$ cat src/rom_macros.svh
//******************************
// Sizes and region offsets of the ROM image
// SDRAM addresses count 16-bit words, ioctl addresses count bytes
// Regions must not overlap; the PROM area sits above all of them
//******************************

`ifndef ROM_MACROS_SVH
`define ROM_MACROS_SVH

// SDRAM word address and host download byte address widths
`define ROM_AW 22
`define IOCTL_AW 22

// Client address widths
// Main and sound count bytes, the character layer counts 16-bit words
`define MAIN_AW 16
`define SND_AW 15
`define CHAR_AW 13

// Region start in SDRAM words
`define MAIN_OFFSET 22'h0_0000
`define SND_OFFSET 22'h0_8000
`define CHAR_OFFSET 22'h0_C000

// Byte address of the first PROM byte in the download stream
`define PROM_START 22'h1_C000

// PROM layout, six devices of 256 entries
`define PROM_COUNT 6
`define PROM_AW 8
// Enough bits to number every PROM
`define PROM_SEL_W 3

`endif

$ cat src/rom_pkg.sv
//******************************
// Shared enums of the ROM side
// rom_client_e order sets the arbiter priority
//******************************

package rom_pkg;

    // Lowest value wins arbitration
    typedef enum logic [1:0] {
        CLIENT_MAIN = 2'd0,
        CLIENT_SND  = 2'd1,
        CLIENT_CHAR = 2'd2
    } rom_client_e;

    // SDRAM read exchange
    typedef enum logic [1:0] {
        PORT_IDLE = 2'd0,
        PORT_REQ  = 2'd1,
        PORT_WAIT = 2'd2
    } port_state_e;

    // Destination of a downloaded byte
    typedef enum logic {
        REGION_SDRAM = 1'b0,
        REGION_PROM  = 1'b1
    } region_e;

endpackage

$ cat src/prog_loader.sv
//******************************
// Download bytes become SDRAM writes one cycle after ioctl_wr
// Bytes past the PROM area are dropped
// Writes count only while downloading is high
//******************************

`timescale 1ns/100ps
`include "rom_macros.svh"

module prog_loader import rom_pkg::*; (
    input  logic                   clk,
    input  logic                   reset,
    input  logic                   downloading,
    input  logic [`IOCTL_AW-1:0]   ioctl_addr,
    input  logic [7:0]             ioctl_data,
    input  logic                   ioctl_wr,
    output logic [`ROM_AW-1:0]     prog_addr,
    output logic [7:0]             prog_data,
    output logic [1:0]             prog_mask,
    output logic                   prog_we,
    output logic [`PROM_COUNT-1:0] prom_we
);

    localparam int PROM_BYTES = `PROM_COUNT << `PROM_AW;

    region_e                 region;
    logic [`IOCTL_AW-1:0]    prom_rel;
    logic [`PROM_SEL_W-1:0]  prom_sel;
    logic                    prom_hit;
    logic                    wr_en;

    assign wr_en    = ioctl_wr && downloading;
    assign region   = (ioctl_addr >= `PROM_START) ? REGION_PROM : REGION_SDRAM;
    assign prom_rel = ioctl_addr - `PROM_START;
    // Each PROM owns one 256-byte block
    assign prom_sel = prom_rel[`PROM_AW +: `PROM_SEL_W];
    assign prom_hit = (prom_rel < PROM_BYTES);

    // Write strobes
    always_ff @(posedge clk) begin
        if (reset) begin
            prog_we <= 1'b0;
            prom_we <= '0;
        end else begin
            prog_we <= wr_en && (region == REGION_SDRAM);
            prom_we <= '0;
            if (wr_en && (region == REGION_PROM) && prom_hit) begin
                prom_we[prom_sel] <= 1'b1;
            end
        end
    end

    // Address, data and byte lane
    always_ff @(posedge clk) begin
        if (wr_en) begin
            prog_data <= ioctl_data;
            if (region == REGION_SDRAM) begin
                prog_addr <= `ROM_AW'(ioctl_addr >> 1);
                // Mask bit set means that lane is kept
                prog_mask <= ioctl_addr[0] ? 2'b01 : 2'b10;
            end else begin
                // PROM entry on the low address bits
                prog_addr <= `ROM_AW'(prom_rel[`PROM_AW-1:0]);
                prog_mask <= 2'b11;
            end
        end
    end

endmodule

$ cat src/rom_slot.sv
//******************************
// One cached 32-bit SDRAM word per client
// ok is combinational, so the client must hold cs and addr until ok
// DW is 8 for byte clients or 16 for half-word clients
//******************************

`timescale 1ns/100ps
`include "rom_macros.svh"

module rom_slot #(
    parameter int                 AW     = 16,
    parameter logic [`ROM_AW-1:0] OFFSET = '0,
    parameter int                 DW     = 8
) (
    input  logic               clk,
    input  logic               reset,
    input  logic               flush,
    input  logic               cs,
    input  logic [AW-1:0]      addr,
    output logic [DW-1:0]      data,
    output logic               ok,
    output logic               miss,
    output logic [`ROM_AW-1:0] word_addr,
    input  logic               fill,
    input  logic [31:0]        fill_data
);

    // Address bits that select inside the 32-bit word
    localparam int SH = (DW == 8) ? 2 : 1;

    logic [`ROM_AW-1:0] addr_ext;
    logic [`ROM_AW-1:0] cached_addr;
    logic [31:0]        cached_data;
    logic               valid;
    logic               hit;
    logic [SH-1:0]      sel;

    // 32-bit index, back to an even 16-bit word address
    assign addr_ext  = `ROM_AW'(addr);
    assign word_addr = ((addr_ext >> SH) << 1) + OFFSET;

    assign hit  = valid && (cached_addr == word_addr);
    assign ok   = cs && hit;
    assign miss = cs && !hit;

    // Lower address picks the lower lane
    assign sel  = addr[SH-1:0];
    assign data = cached_data[int'(sel) * DW +: DW];

    always_ff @(posedge clk) begin
        if (reset || flush) begin
            valid <= 1'b0;
        end else if (fill) begin
            valid <= 1'b1;
        end
    end

    // Client still holds the missed address when the fill comes
    always_ff @(posedge clk) begin
        if (fill) begin
            cached_addr <= word_addr;
            cached_data <= fill_data;
        end
    end

endmodule

$ cat src/rom_arbiter.sv
//******************************
// Fixed priority, main first, one miss in flight
// No start in the done cycle while the served miss is still up
// game_rst drops 2 cycles after the download ends
//******************************

`timescale 1ns/100ps
`include "rom_macros.svh"

module rom_arbiter import rom_pkg::*; (
    input  logic               clk,
    input  logic               reset,
    input  logic               downloading,
    input  logic [2:0]         misses,
    input  logic [`ROM_AW-1:0] main_word_addr,
    input  logic [`ROM_AW-1:0] snd_word_addr,
    input  logic [`ROM_AW-1:0] char_word_addr,
    input  logic               port_idle,
    input  logic               port_done,
    output logic [2:0]         fills,
    output logic               start,
    output logic [`ROM_AW-1:0] start_addr,
    output logic               game_rst
);

    rom_client_e choice;
    rom_client_e granted;
    logic        rst_aux;

    always_comb begin
        if (misses[CLIENT_MAIN]) begin
            choice = CLIENT_MAIN;
        end else if (misses[CLIENT_SND]) begin
            choice = CLIENT_SND;
        end else begin
            choice = CLIENT_CHAR;
        end
    end

    always_comb begin
        case (choice)
            CLIENT_MAIN: start_addr = main_word_addr;
            CLIENT_SND:  start_addr = snd_word_addr;
            default:     start_addr = char_word_addr;
        endcase
    end

    // Slot loads in the done cycle, its miss clears one cycle later
    assign start = port_idle && !port_done && !downloading && (|misses);

    always_ff @(posedge clk) begin
        if (reset) begin
            granted <= CLIENT_MAIN;
        end else if (start) begin
            granted <= choice;
        end
    end

    // Return the data to whoever asked
    assign fills = port_done ? (3'b001 << granted) : 3'b000;

    // Two-stage hold after download
    always_ff @(posedge clk) begin
        if (reset || downloading) begin
            rst_aux  <= 1'b1;
            game_rst <= 1'b1;
        end else begin
            rst_aux  <= 1'b0;
            game_rst <= rst_aux;
        end
    end

endmodule

$ cat src/sdram_port.sv
//******************************
// SDRAM read port with the req/ack/rdy exchange
// sdram_req and sdram_addr hold until sdram_ack
// loop_rst or downloading drops a read in flight without done
//******************************

`timescale 1ns/100ps
`include "rom_macros.svh"

module sdram_port import rom_pkg::*; (
    input  logic               clk,
    input  logic               reset,
    input  logic               loop_rst,
    input  logic               downloading,
    input  logic               start,
    input  logic [`ROM_AW-1:0] start_addr,
    input  logic               sdram_ack,
    input  logic               data_rdy,
    input  logic [31:0]        data_read,
    input  logic               pending,
    output logic               sdram_req,
    output logic [`ROM_AW-1:0] sdram_addr,
    output logic               port_idle,
    output logic               port_done,
    output logic [31:0]        port_data,
    output logic               refresh_en
);

    port_state_e state;
    logic        abort;

    assign abort     = loop_rst || downloading;
    assign port_idle = (state == PORT_IDLE);

    always_ff @(posedge clk) begin
        if (reset) begin
            state      <= PORT_IDLE;
            sdram_req  <= 1'b0;
            port_done  <= 1'b0;
            refresh_en <= 1'b0;
        end else begin
            port_done  <= 1'b0;
            // Refresh only with nothing waiting for the port
            refresh_en <= port_idle && !pending;
            if (abort) begin
                state     <= PORT_IDLE;
                sdram_req <= 1'b0;
            end else begin
                case (state)
                    PORT_IDLE: if (start) begin
                        sdram_req <= 1'b1;
                        state     <= PORT_REQ;
                    end
                    PORT_REQ: if (sdram_ack) begin
                        sdram_req <= 1'b0;
                        state     <= PORT_WAIT;
                    end
                    PORT_WAIT: if (data_rdy) begin
                        port_done <= 1'b1;
                        state     <= PORT_IDLE;
                    end
                    default: state <= PORT_IDLE;
                endcase
            end
        end
    end

    always_ff @(posedge clk) begin
        if (port_idle && start) begin
            sdram_addr <= start_addr;
        end
        if ((state == PORT_WAIT) && data_rdy) begin
            port_data <= data_read;
        end
    end

endmodule

$ cat src/rom_top.sv
//******************************
// ROM side of the game core
// Clients hold cs and address until ok
// The SDRAM controller sits outside
//******************************

`timescale 1ns/100ps
`include "rom_macros.svh"

module rom_top import rom_pkg::*; (
    input  logic                   clk,
    input  logic                   reset,
    // Host download
    input  logic                   downloading,
    input  logic [`IOCTL_AW-1:0]   ioctl_addr,
    input  logic [7:0]             ioctl_data,
    input  logic                   ioctl_wr,
    output logic [`ROM_AW-1:0]     prog_addr,
    output logic [7:0]             prog_data,
    output logic [1:0]             prog_mask,
    output logic                   prog_we,
    output logic [`PROM_COUNT-1:0] prom_we,
    output logic                   game_rst,
    // ROM clients
    input  logic                   main_cs,
    input  logic [`MAIN_AW-1:0]    main_addr,
    output logic [7:0]             main_data,
    output logic                   main_ok,
    input  logic                   snd_cs,
    input  logic [`SND_AW-1:0]     snd_addr,
    output logic [7:0]             snd_data,
    output logic                   snd_ok,
    input  logic                   char_cs,
    input  logic [`CHAR_AW-1:0]    char_addr,
    output logic [15:0]            char_data,
    output logic                   char_ok,
    // SDRAM read side
    output logic                   sdram_req,
    input  logic                   sdram_ack,
    input  logic                   data_rdy,
    output logic [`ROM_AW-1:0]     sdram_addr,
    input  logic [31:0]            data_read,
    input  logic                   loop_rst,
    output logic                   refresh_en
);

    logic [2:0]         misses;
    logic [2:0]         fills;
    logic [`ROM_AW-1:0] main_word_addr;
    logic [`ROM_AW-1:0] snd_word_addr;
    logic [`ROM_AW-1:0] char_word_addr;
    logic               start;
    logic [`ROM_AW-1:0] start_addr;
    logic               port_idle;
    logic               port_done;
    logic [31:0]        port_data;
    logic               pending;
    logic               flush;

    assign pending = |misses;
    assign flush   = loop_rst || downloading;

    prog_loader u_loader (
        .clk         (clk),
        .reset       (reset),
        .downloading (downloading),
        .ioctl_addr  (ioctl_addr),
        .ioctl_data  (ioctl_data),
        .ioctl_wr    (ioctl_wr),
        .prog_addr   (prog_addr),
        .prog_data   (prog_data),
        .prog_mask   (prog_mask),
        .prog_we     (prog_we),
        .prom_we     (prom_we)
    );

    rom_slot #(.AW(`MAIN_AW), .OFFSET(`MAIN_OFFSET), .DW(8)) u_main_slot (
        .clk       (clk),
        .reset     (reset),
        .flush     (flush),
        .cs        (main_cs),
        .addr      (main_addr),
        .data      (main_data),
        .ok        (main_ok),
        .miss      (misses[CLIENT_MAIN]),
        .word_addr (main_word_addr),
        .fill      (fills[CLIENT_MAIN]),
        .fill_data (port_data)
    );

    rom_slot #(.AW(`SND_AW), .OFFSET(`SND_OFFSET), .DW(8)) u_snd_slot (
        .clk       (clk),
        .reset     (reset),
        .flush     (flush),
        .cs        (snd_cs),
        .addr      (snd_addr),
        .data      (snd_data),
        .ok        (snd_ok),
        .miss      (misses[CLIENT_SND]),
        .word_addr (snd_word_addr),
        .fill      (fills[CLIENT_SND]),
        .fill_data (port_data)
    );

    // Character ROM is read as 16-bit words
    rom_slot #(.AW(`CHAR_AW), .OFFSET(`CHAR_OFFSET), .DW(16)) u_char_slot (
        .clk       (clk),
        .reset     (reset),
        .flush     (flush),
        .cs        (char_cs),
        .addr      (char_addr),
        .data      (char_data),
        .ok        (char_ok),
        .miss      (misses[CLIENT_CHAR]),
        .word_addr (char_word_addr),
        .fill      (fills[CLIENT_CHAR]),
        .fill_data (port_data)
    );

    rom_arbiter u_arbiter (
        .clk            (clk),
        .reset          (reset),
        .downloading    (downloading),
        .misses         (misses),
        .main_word_addr (main_word_addr),
        .snd_word_addr  (snd_word_addr),
        .char_word_addr (char_word_addr),
        .port_idle      (port_idle),
        .port_done      (port_done),
        .fills          (fills),
        .start          (start),
        .start_addr     (start_addr),
        .game_rst       (game_rst)
    );

    sdram_port u_port (
        .clk         (clk),
        .reset       (reset),
        .loop_rst    (loop_rst),
        .downloading (downloading),
        .start       (start),
        .start_addr  (start_addr),
        .sdram_ack   (sdram_ack),
        .data_rdy    (data_rdy),
        .data_read   (data_read),
        .pending     (pending),
        .sdram_req   (sdram_req),
        .sdram_addr  (sdram_addr),
        .port_idle   (port_idle),
        .port_done   (port_done),
        .port_data   (port_data),
        .refresh_en  (refresh_en)
    );

endmodule

$ cat config.mk
export PLATFORM = sky130hd
export DESIGN_NAME = rom_top
export DESIGN_NICKNAME = d
export VERILOG_FILES = /design/src/rom_pkg.sv /design/src/prog_loader.sv /design/src/rom_slot.sv /design/src/rom_arbiter.sv /design/src/sdram_port.sv /design/src/rom_top.sv
export VERILOG_INCLUDE_DIRS = /design/src
export SDC_FILE = /design/constraint.sdc
export NUM_CORES = 1
export LEC_CHECK = 0
export BUFFER_PORTS_ARGS = -buffer_cell sky130_fd_sc_hd__buf_2
export CORE_MARGIN = 2
export CORE_UTILIZATION = 48
export CTS_CLUSTER_DIAMETER = 80
export DETAILED_ROUTE_END_ITERATION = 16
export PLACE_DENSITY = 0.81
export SYNTH_ARGS = -nofsm -noshare
export SYNTH_HDL_FRONTEND = slang
export SYNTH_SLANG_ARGS = --single-unit
$ cat constraint.sdc
create_clock -name clk -period 4 [get_ports clk]
set_input_delay 0.2 -clock clk [delete_from_list [all_inputs] [get_ports clk]]
set_output_delay 0.2 -clock clk [all_outputs]
set_load 0.01 [all_outputs]
**Yosys cells after proc, flatten, opt, wreduce, memory -nomap -nowiden**

Cells that the tools add are included.

- Register bits: 259
- Logic and storage cells: 103
- Output and inout bits: 99
- Input port bits: 116

- Order comparisons: 4
- Add/subtract/negate cells: 3
- Bitwise operators: 3
- Mux-type cells: 18
- Shifts and indexed selects: 4
- Equality and inequality tests: 9
- Reduce and logical (&&, ||, !) cells: 38

Operators by type and width:

| operator | number |
|---|---|
| variable part select 32 x 6 -> 8 bit | 2 |
| equality test 22 bit | 2 |
| one-hot mux 17 bit (2 select lines) | 1 |
| variable part select 32 x 6 -> 16 bit | 1 |
| >= comparator 22 x 17 -> 1 bit, second input constant | 1 |
| less-than comparator 22 x 11 -> 1 bit, second input constant | 1 |
| subtractor 22 x 17 -> 22 bit, second input constant | 1 |
| logical AND 1 bit | 20 |
| adder 13 x 16 -> 17 bit, second input constant | 1 |
| adder 14 x 16 -> 17 bit, second input constant | 1 |
| equality test 14 bit | 1 |
| two-way mux 2 bit | 6 |
| two-way mux 8 bit | 1 |
| zero test 1 bit | 6 |
| two-way mux 1 bit | 6 |
| one-hot mux 2 bit (3 select lines) | 1 |
| AND reduction 3 bit | 2 |
| OR reduction 3 bit | 2 |
| equality test 2 x 1 -> 1 bit, second input constant | 2 |
| zero test 2 bit | 2 |
| less-than comparator 3 x 4 -> 1 bit, second input constant | 1 |
| != test 2 bit, second input constant | 2 |
| OR reduction 2 bit | 2 |
| demux 1 bit (select 3 bit) | 1 |
| other kinds (9) | 13 |

**Depth between registers and ports, before layout**

Gate-level depths: netlist of run 1.

- Depth after elaboration: 9
- Mapped depth: 7
- Mapped depth without buffers: 5

**Modules after synthesis**

From an unflattened synthesis of run 1, not the netlist that was laid out.

- Cell total of the unflattened synthesis: 563
- Area total of the unflattened synthesis: 9599.2 µm²

Modules (own cells, without submodules):

| module | cells an instance | area an instance (µm²) | times used |
|---|---|---|---|
| rom_slot at u_main_slot | 103 | 1941.9 | 1 |
| rom_slot at u_snd_slot | 102 | 1903.1 | 1 |
| rom_slot at u_char_slot | 108 | 1864.3 | 1 |
| sdram_port | 77 | 1834.3 | 1 |
| prog_loader | 79 | 1377.6 | 1 |
| rom_arbiter | 92 | 665.6 | 1 |
| rom_top | 2 | 12.5 | 1 |

**Worst setup path after synthesis of run 1**

Ideal clock, no wire load.

- Path kind: flip-flop to flip-flop
- Start point: register u_arbiter.granted[0]
- End point: register u_main_slot.cached_addr[10], enable pin
- Path slack: -0.286 ns
- Data required time: 3.482 ns
- Cell stages (with the launch flop): 2
- Data arrival time: 3.768 ns
- Setup time: 0.518 ns
- Path through: dfxtp_1 -> nor3b_1

- Longest elaborated chain between the ends: 2

RTL lines:

| item | RTL line | RTL |
|---|---|---|
| start, declared | rom_arbiter.sv:27 | `rom_client_e granted;` |
| start signal, assigned | rom_arbiter.sv:55 | `granted <= choice;` |
| << shifter 1 x 2 -> 3 bit | rom_arbiter.sv:60 | `assign fills = port_done ? (3'b001 << granted) : 3'b000;` |
| two-way mux 3 bit | rom_arbiter.sv:60 |  |
| net u_main_slot.fill | rom_slot.sv:24 | `input logic fill,` |
| end signal, assigned | rom_slot.sv:61 | `cached_addr <= word_addr;` |
| end, declared | rom_slot.sv:32 | `` logic [`ROM_AW-1:0] cached_addr; `` |

The timed path passes the listed nets, and every way through them passes these cells.
A chain may end at the register's enable or synchronous reset.

**Worst setup path after layout of run 1**

- Start point: register u_main_slot.cached_addr[10]
- End point: register u_port.sdram_addr[14] (data pin)

- Longest elaborated chain between the ends: 7

RTL lines:

| item | RTL line | RTL |
|---|---|---|
| equality test 14 bit (*) | rom_slot.sv:42 | `assign hit = valid && (cached_addr == word_addr);` |
| logical AND 1 bit (*) | rom_slot.sv:42 |  |
| zero test 1 bit (*) | rom_slot.sv:44 | `assign miss = cs && !hit;` |
| logical AND 1 bit (*) | rom_slot.sv:44 |  |
| two-way mux 2 bit (*) | rom_arbiter.sv:31 | `if (misses[CLIENT_MAIN]) begin` |
| equality test 2 x 1 -> 1 bit or zero test 2 bit (tied branches) | rom_arbiter.sv:41 | `case (choice)` |
| one-hot mux 17 bit (2 select lines) (*) | rom_arbiter.sv:41 |  |
| net start_addr[14] | rom_top.sv:53 | `` logic [`ROM_AW-1:0] start_addr; `` |
| end signal, assigned | sdram_port.sv:70 | `sdram_addr <= start_addr;` |
| end, declared | sdram_port.sv:22 | `` output logic [`ROM_AW-1:0] sdram_addr, `` |

The timed path passes the listed nets; every way through them passes the cells marked *.

==> results.json, run 1 <==
{
  "hold_end": "u_loader.prog_addr[3]",
  "status": "finished, final reports clean",
  "rows": 49,
  "area_growth_pct": 32.6,
  "multi_input_area_um2": 1950,
  "cp.required_ns": 4.25,
  "ys_warn_count": 0,
  "cp_cell_sequence": "xnor2_1, nand4_1, or4_1, nand2_1, mux2_2",
  "coreArea_um2": 18000,
  "mostFrequentLayoutCell": "edfxtp_1",
  "ant_nets": 0,
  "antenna_found_initial": 0,
  "setup-tns-final_ns": 0,
  "route.detailed.drc": 0,
  "max_freq_ghz": 0.350,
  "worst_clock_skew_ns": 0.0144,
  "cts_resized": 0,
  "critPathTopFamily": "simple AND/OR/NAND/NOR gates",
  "firstDrtPassIters": 5,
  "cp-end-kind": "flop",
  "slew_violations": 0,
  "period_needed_ns": 2.86,
  "nets": 901,
  "synthDistinctLibCells": 44,
  "grt.overflow.total": 0,
  "clk_pin_slew_ns": 0.07,
  "dp_slack_ns": 1.29,
  "dpl_cell_area_um2": 10100,
  "cts_max_path_buffers": 3,
  "hold_class": "input pin to flop",
  "hold_violations": 0,
  "cts-root-buf": "clkbuf_16",
  "dp.cells": 900,
  "grt_pass1_wl_um": 31700,
  "syn_avg_cell_area_um2": 18.5,
  "r2r-end": "u_port.sdram_addr[14]",
  "cp_num_buf_inv": 0,
  "whs_ns": 0.0150,
  "cap_violations": 0,
  "fp.dieArea_um2": 19500,
  "yosys.area.top_type_share_pct": 72.4,
  "crit_fanout": 16,
  "min_period_over_period_pct": 71.4,
  "clk_latency_ns": 0.51,
  "cts_tree": "done",
  "cts_hold_buf": 89,
  "portBuffers": 206,
  "p_per_area_nw_per_um2": 436,
  "hold-path-cell-count": 2,
  "setup_slack_ns": 1.14,
  "cts_inserted_buffers": 23,
  "post_drt_wl_per_cell_um": 19.8,
  "stdcell_count": 1031,
  "yosysTopAreaCell": "edfxtp_1",
  "start_kind": "flop",
  "maxSlewHeadroom_pct": 18.4,
  "io-pin-count": 215,
  "path_class": "flop to flop",
  "place_hpwl_um": 13100,
  "die_w_um": 140,
  "ff2ff_path_depth": 5,
  "post_synth_main_area_contributors": "edfxtp_1 (72%), dfxtp_1 (4.3%), mux4_2 (4.1%), xnor2_1 (3.9%), mux2_2 (3.2%)",
  "nFillCells": 1241,
  "async_flop_share_pct": 0,
  "wl_um": 20400,
  "synth_edf_count": 213,
  "grt_pass1_vias": 5838,
  "synthCells": 478,
  "syn_area_um2": 8830,
  "r2r_start": "u_main_slot.cached_addr[10]",
  "num_antenna_cells": 0,
  "post_cts_buffers": 0,
  "ys_seq_area_share_pct": 76.7,
  "worstMarginPinSlew_ns": 1.22,
  "grt_use_total_pct": 20.7,
  "final_cell_mix": "edfxtp_1 (213), buf_2 (206), dlygate4sd3_1 (89)",
  "rsz0062_at_grt": "false",
  "finalWeightedCongestion": 0.898,
  "htree_levels": 1,
  "slowest_stage": "or4_1",
  "dieHeight_um": 140,
  "power.total_mw": 5.11,
  "r2r_setup_slack_ns": 1.14,
  "critPathMaxStageDelay_ns": 0.79,
  "irDropWorstVdd_uv": 324,
  "viasPerCell": 5.33,
  "min_from": "ioctl_addr[4]",
  "synth-seq-cells": 232,
  "initial_core_util_pct": 49.0,
  "design_area_um2": 11700,
  "vias": 5492,
  "finalSetupViolCount": 0,
  "regArea_um2": 6780,
  "finish.utilization_pct": 65.0,
  "drive_gt1_share_pct": 37.2,
  "cp.arrival_ns": 3.11,
  "first_iter_violations": 377,
  "cts_sinks": 232,
  "p_leak_nw": 4.31,
  "ys.flop_type": "edfxtp_1",
  "grt_max_degree": 47
}
==> layout make-up <==
cell class | count | share of cell area, %
inverter | 4 | 0.128
multi-input combinational | 226 | 16.6
timing repair buffer | 298 | 16.6
tap | 229 | 2.45
clock inverter | 15 | 0.940
sequential | 232 | 57.9
clock buffer | 27 | 5.38
==> cells in the mapped netlist (4+ instances only) <==
| cell type | n |
|---|---|
| a21boi_0 | 13 |
| a32o_1 | 12 |
| and3_1 | 11 |
| buf_4 | 9 |
| clkbuf_1 | 11 |
| dfxtp_1 | 19 |
| edfxtp_1 | 213 |
| inv_1 | 4 |
| mux2_2 | 25 |
| mux4_2 | 16 |
| nand2_1 | 13 |
| nand3_1 | 5 |
| nand4_1 | 15 |
| nor2_1 | 12 |
| nor3_1 | 4 |
| o22a_1 | 12 |
| or4_1 | 4 |
| xnor2_1 | 39 |
==> logic make-up (layout without fill, tap and decap cells) <==
| group | Yosys count | in the layout | share of synthesized area (%) |
|---|---|---|---|
| XOR/XNOR | 39 | 39 | 3.87 |
| AND/OR/NAND/NOR | 81 | 81 | 5.10 |
| AO/OA/AOI/OAI | 51 | 51 | 4.93 |
| buffers and inverters | 32 | 344 | 1.95 |
| flip-flops | 232 | 232 | 76.7 |
| multiplexers | 42 | 42 | 7.38 |
| other | 1 | 13 | 0.0425 |
==> power by group <==
part	switching, mW	total (mW)	internal [mW]	leakage (nW)
Sequential	0.0117	2.68	2.67	2.08
Clock	0.871	2.07	1.20	0.372
Combinational	0.174	0.361	0.187	1.85
Total	1.06	5.11	4.05	4.31
==> state kept, by name, summed over array words and instances (netlist names) <==
register                 cells
u_arbiter.game_rst           1
u_arbiter.granted            2
u_arbiter.rst_aux            1
u_char_slot.cached_addr     12
u_char_slot.cached_data     32
u_char_slot.valid            1
u_loader.prog_addr          21
u_loader.prog_data           8
u_loader.prog_mask           2
u_loader.prog_we             1
u_loader.prom_we             6
u_main_slot.cached_addr     14
u_main_slot.cached_data     32
u_main_slot.valid            1
u_port.port_data            32
u_port.port_done             1
u_port.refresh_en            1
u_port.sdram_addr           15
u_port.sdram_req             1
u_port.state                 2
u_snd_slot.cached_addr      13
u_snd_slot.cached_data      32
u_snd_slot.valid             1
==> routing by layer <==
layer,global-route usage (%),vias up,part of all wire [%]
li1,-,2490,-
met1,25.4,2677,37
met2,37.7,279,53
met3,3.75,46,7.8
met4,5.79,0,2.5
met5,0,-,0
==> worst max-delay path by stage <==
stage	startpoint	end	slack, ns	cells past startpoint
detailed placement	u_main_slot.cached_addr[1]	u_port.sdram_addr[14]	1.29	5
finish	u_main_slot.cached_addr[10]	u_port.sdram_addr[14]	1.14	5
floorplan	u_arbiter.granted[1]	u_char_slot.cached_addr[10]	1.25	2
global route	u_main_slot.cached_addr[10]	u_port.sdram_addr[14]	1.01	5
CTS	u_main_slot.cached_addr[1]	u_port.sdram_addr[14]	1.27	5
global placement	u_main_slot.cached_addr[10]	u_port.sdram_addr[14]	1.41	5
Power figures use the tool's default switching activity.
==> run 2, diff against run 1 <==
- ABC_AREA: default -> 1
- CORE_UTILIZATION: 48 -> 50
- PLACE_DENSITY: 0.81 -> 0.8
- clock period: 4 -> 2.7 ns (I/O delays scaled with it)
==> results.json, run 2 <==
{
  "io-pin-count": 215,
  "place_hpwl_um": 14500,
  "synth.most_common_cell": "edfxtp_1",
  "rows": 49,
  "area_growth_pct": 35.0,
  "power.total_mw": 7.71,
  "cp.required_ns": 2.82,
  "crit_fanout": 18,
  "grt_pass1_wl_um": 35100,
  "cts_inserted_buffers": 24,
  "grt_pass1_vias": 6971,
  "syn_area_um2": 9050,
  "post_drt_wl_per_cell_um": 17.2,
  "status": "finished, final reports clean",
  "finish.utilization_pct": 68.4,
  "syn_avg_cell_area_um2": 12.5,
  "irDropWorstVdd_uv": 609,
  "grt_max_degree": 47,
  "synth_edf_count": 213,
  "num_antenna_cells": 0,
  "nets": 1178,
  "wl_um": 22500,
  "hold_class": "input pin to flop",
  "vias": 6695,
  "clk_latency_ns": 0.50,
  "switching_power_mw": 1.60,
  "final_cell_mix": "edfxtp_1 (213), buf_2 (206), nand2_1 (154)",
  "synth_common_cells": "edfxtp_1 (213), nand2_1 (154), inv_1 (96)",
  "p_sw_share_pct": 20.8,
  "drive_gt1_share_pct": 25.9,
  "cap_violations": 0,
  "rsz0062_at_grt": "false",
  "firstDrtPassIters": 7,
  "die_w_um": 139,
  "max_freq_ghz": 0.448,
  "nFillCells": 1235,
  "dieHeight_um": 139,
  "pwr-share-clk_pct": 41.0,
  "seq_power_share_pct": 51.6,
  "yosysTopAreaCell": "edfxtp_1",
  "route.detailed.drc": 0,
  "synthDistinctLibCells": 33,
  "slew_violations": 0,
  "cp-end-kind": "flop",
  "p_int_mw": 6.10,
  "post_synth_main_area_contributors": "edfxtp_1 (71%), nand2_1 (6.4%), dfxtp_1 (4.2%), inv_1 (4.0%), nor2_1 (3.6%)",
  "antenna_found_initial": 0,
  "start_kind": "flop",
  "synth-seq-cells": 232,
  "p_leak_nw": 5.07,
  "maxSlewHeadroom_pct": 56.4,
  "ys.flop_type": "edfxtp_1",
  "grt.overflow.total": 0,
  "p_per_area_nw_per_um2": 631,
  "coreArea_um2": 17800,
  "first_iter_violations": 538,
  "mostFrequentLayoutCell": "edfxtp_1",
  "htree_levels": 1,
  "finalWeightedCongestion": 0.879,
  "finalSetupViolCount": 0,
  "setup-tns-final_ns": 0,
  "dp_slack_ns": 0.597,
  "worstMarginPinSlew_ns": 0.654,
  "viasPerCell": 5.12,
  "async_flop_share_pct": 0,
  "synthCells": 724,
  "yosys.area.top_type_share_pct": 70.7,
  "combPwrFrac_pct": 7.4,
  "cts_sinks": 232,
  "cts_tree": "done",
  "setup_slack_ns": 0.470,
  "portBuffers": 206,
  "ys_seq_area_share_pct": 74.9,
  "path_class": "flop to flop",
  "post_cts_buffers": 0,
  "ant_nets": 0,
  "cts_max_path_buffers": 3,
  "cts-root-buf": "clkbuf_16",
  "cts_resized": 0,
  "ys_warn_count": 0,
  "worst_clock_skew_ns": 0.0115,
  "hold_violations": 0,
  "min_period_over_period_pct": 82.6,
  "fp.dieArea_um2": 19200,
  "clk_pin_slew_ns": 0.06,
  "period_needed_ns": 2.23,
  "cp.arrival_ns": 2.35,
  "grt_use_total_pct": 22.9,
  "initial_core_util_pct": 50.7
}
## run 2: cell count changes after synthesis, sizes merged, moves of 14 or more
cell   previous run  this run
o21ai             0        41
nand2            13       159
o22ai             1        16
inv               4        98
nand4            15         1
nor2             12        88
mux4             16         0
xnor2            39         1
## run 2: worst paths after layout
path / to / slack [ns] / startpoint / depth (start not counted)
worst max-delay path: u_port.sdram_addr[2] / 0.47 / u_main_slot.cached_addr[1] / 11
worst min-delay path: u_port.refresh_en / 0.06 / char_cs / 4
worst max register to register: u_port.sdram_addr[2] / 0.47 / u_main_slot.cached_addr[1] / 11
worst min register to register: u_arbiter.game_rst / 0.41 / u_arbiter.rst_aux / 1
## run 2: kinds of logic after synthesis
kind of cell | after synthesis | share of synthesized area (%)
buffers and inverters | 118 | 5.35
other | 1 | 0.0414
muxes | 16 | 1.99
xor gates and xnor gates | 1 | 0.0968
and+or+nand+nor | 278 | 12.4
DFF | 232 | 74.9
AOI/OAI and AO/OA | 78 | 5.20
## run 2: area by class of cell
type / instances / area [um2] / area share (%)
flip-flops and latches: 232 / 6780 / 55.5
repair buffers: 320 / 2150 / 17.6
multi-input cells: 386 / 1870 / 15.3
clock buffers: 31 / 648 / 5.31
inverters: 98 / 368 / 3.01
well taps: 229 / 287 / 2.35
clock inverters: 12 / 106 / 0.871
## run 2: worst max-delay path: stages, from the launching register on
cell,delay [ns]
edfxtp_1,0.41
inv_1,0.08
nand2_1,0.07
nand2_1,0.07
nor2_1,0.06
nand2_1,0.07
nor2_1,0.05
nand2_2,0.10
nand2_4,0.15
nand3_1,0.19
nand2_2,0.10
inv_1,0.51
## run 2: power by group through the flow
stage                     Clock (mW)  Combinational [mW]  Sequential [mW]
final                           3.16               0.573             3.97
after global routing            3.34               0.621             3.98
after CTS                       3.21               0.562             3.97
after detailed placement           0               0.443             4.05
after global placement             0               0.434             4.05
after floorplan                    0               0.184             4.07
## run 2: stage by stage
stage	hold WS [ns]	instances	area [um2]
6_report	0.0551	1308	12200
5_1_grt	0.0309	1308	12200
4_1_cts	0.00539	1308	12200
3_5_place_dp	0.313	1159	10400
3_3_place_gp	0.312	1159	10400
2_1_floorplan	0.204	736	9110
## run 2: repair_timing
item,in CTS,in global routing
endpoints found under the hold margin,120,0
hold buffers,106,0
endpoints found under the setup margin,0,0
## run 2: metal layers
layer	up-vias	share of wire, %	GRT usage, %
met4	0	4.3	10.5
met5	-	0	0
li1	3128	-	-
met3	79	7.3	4.85
met1	3131	40	29.1
met2	357	49	38.1
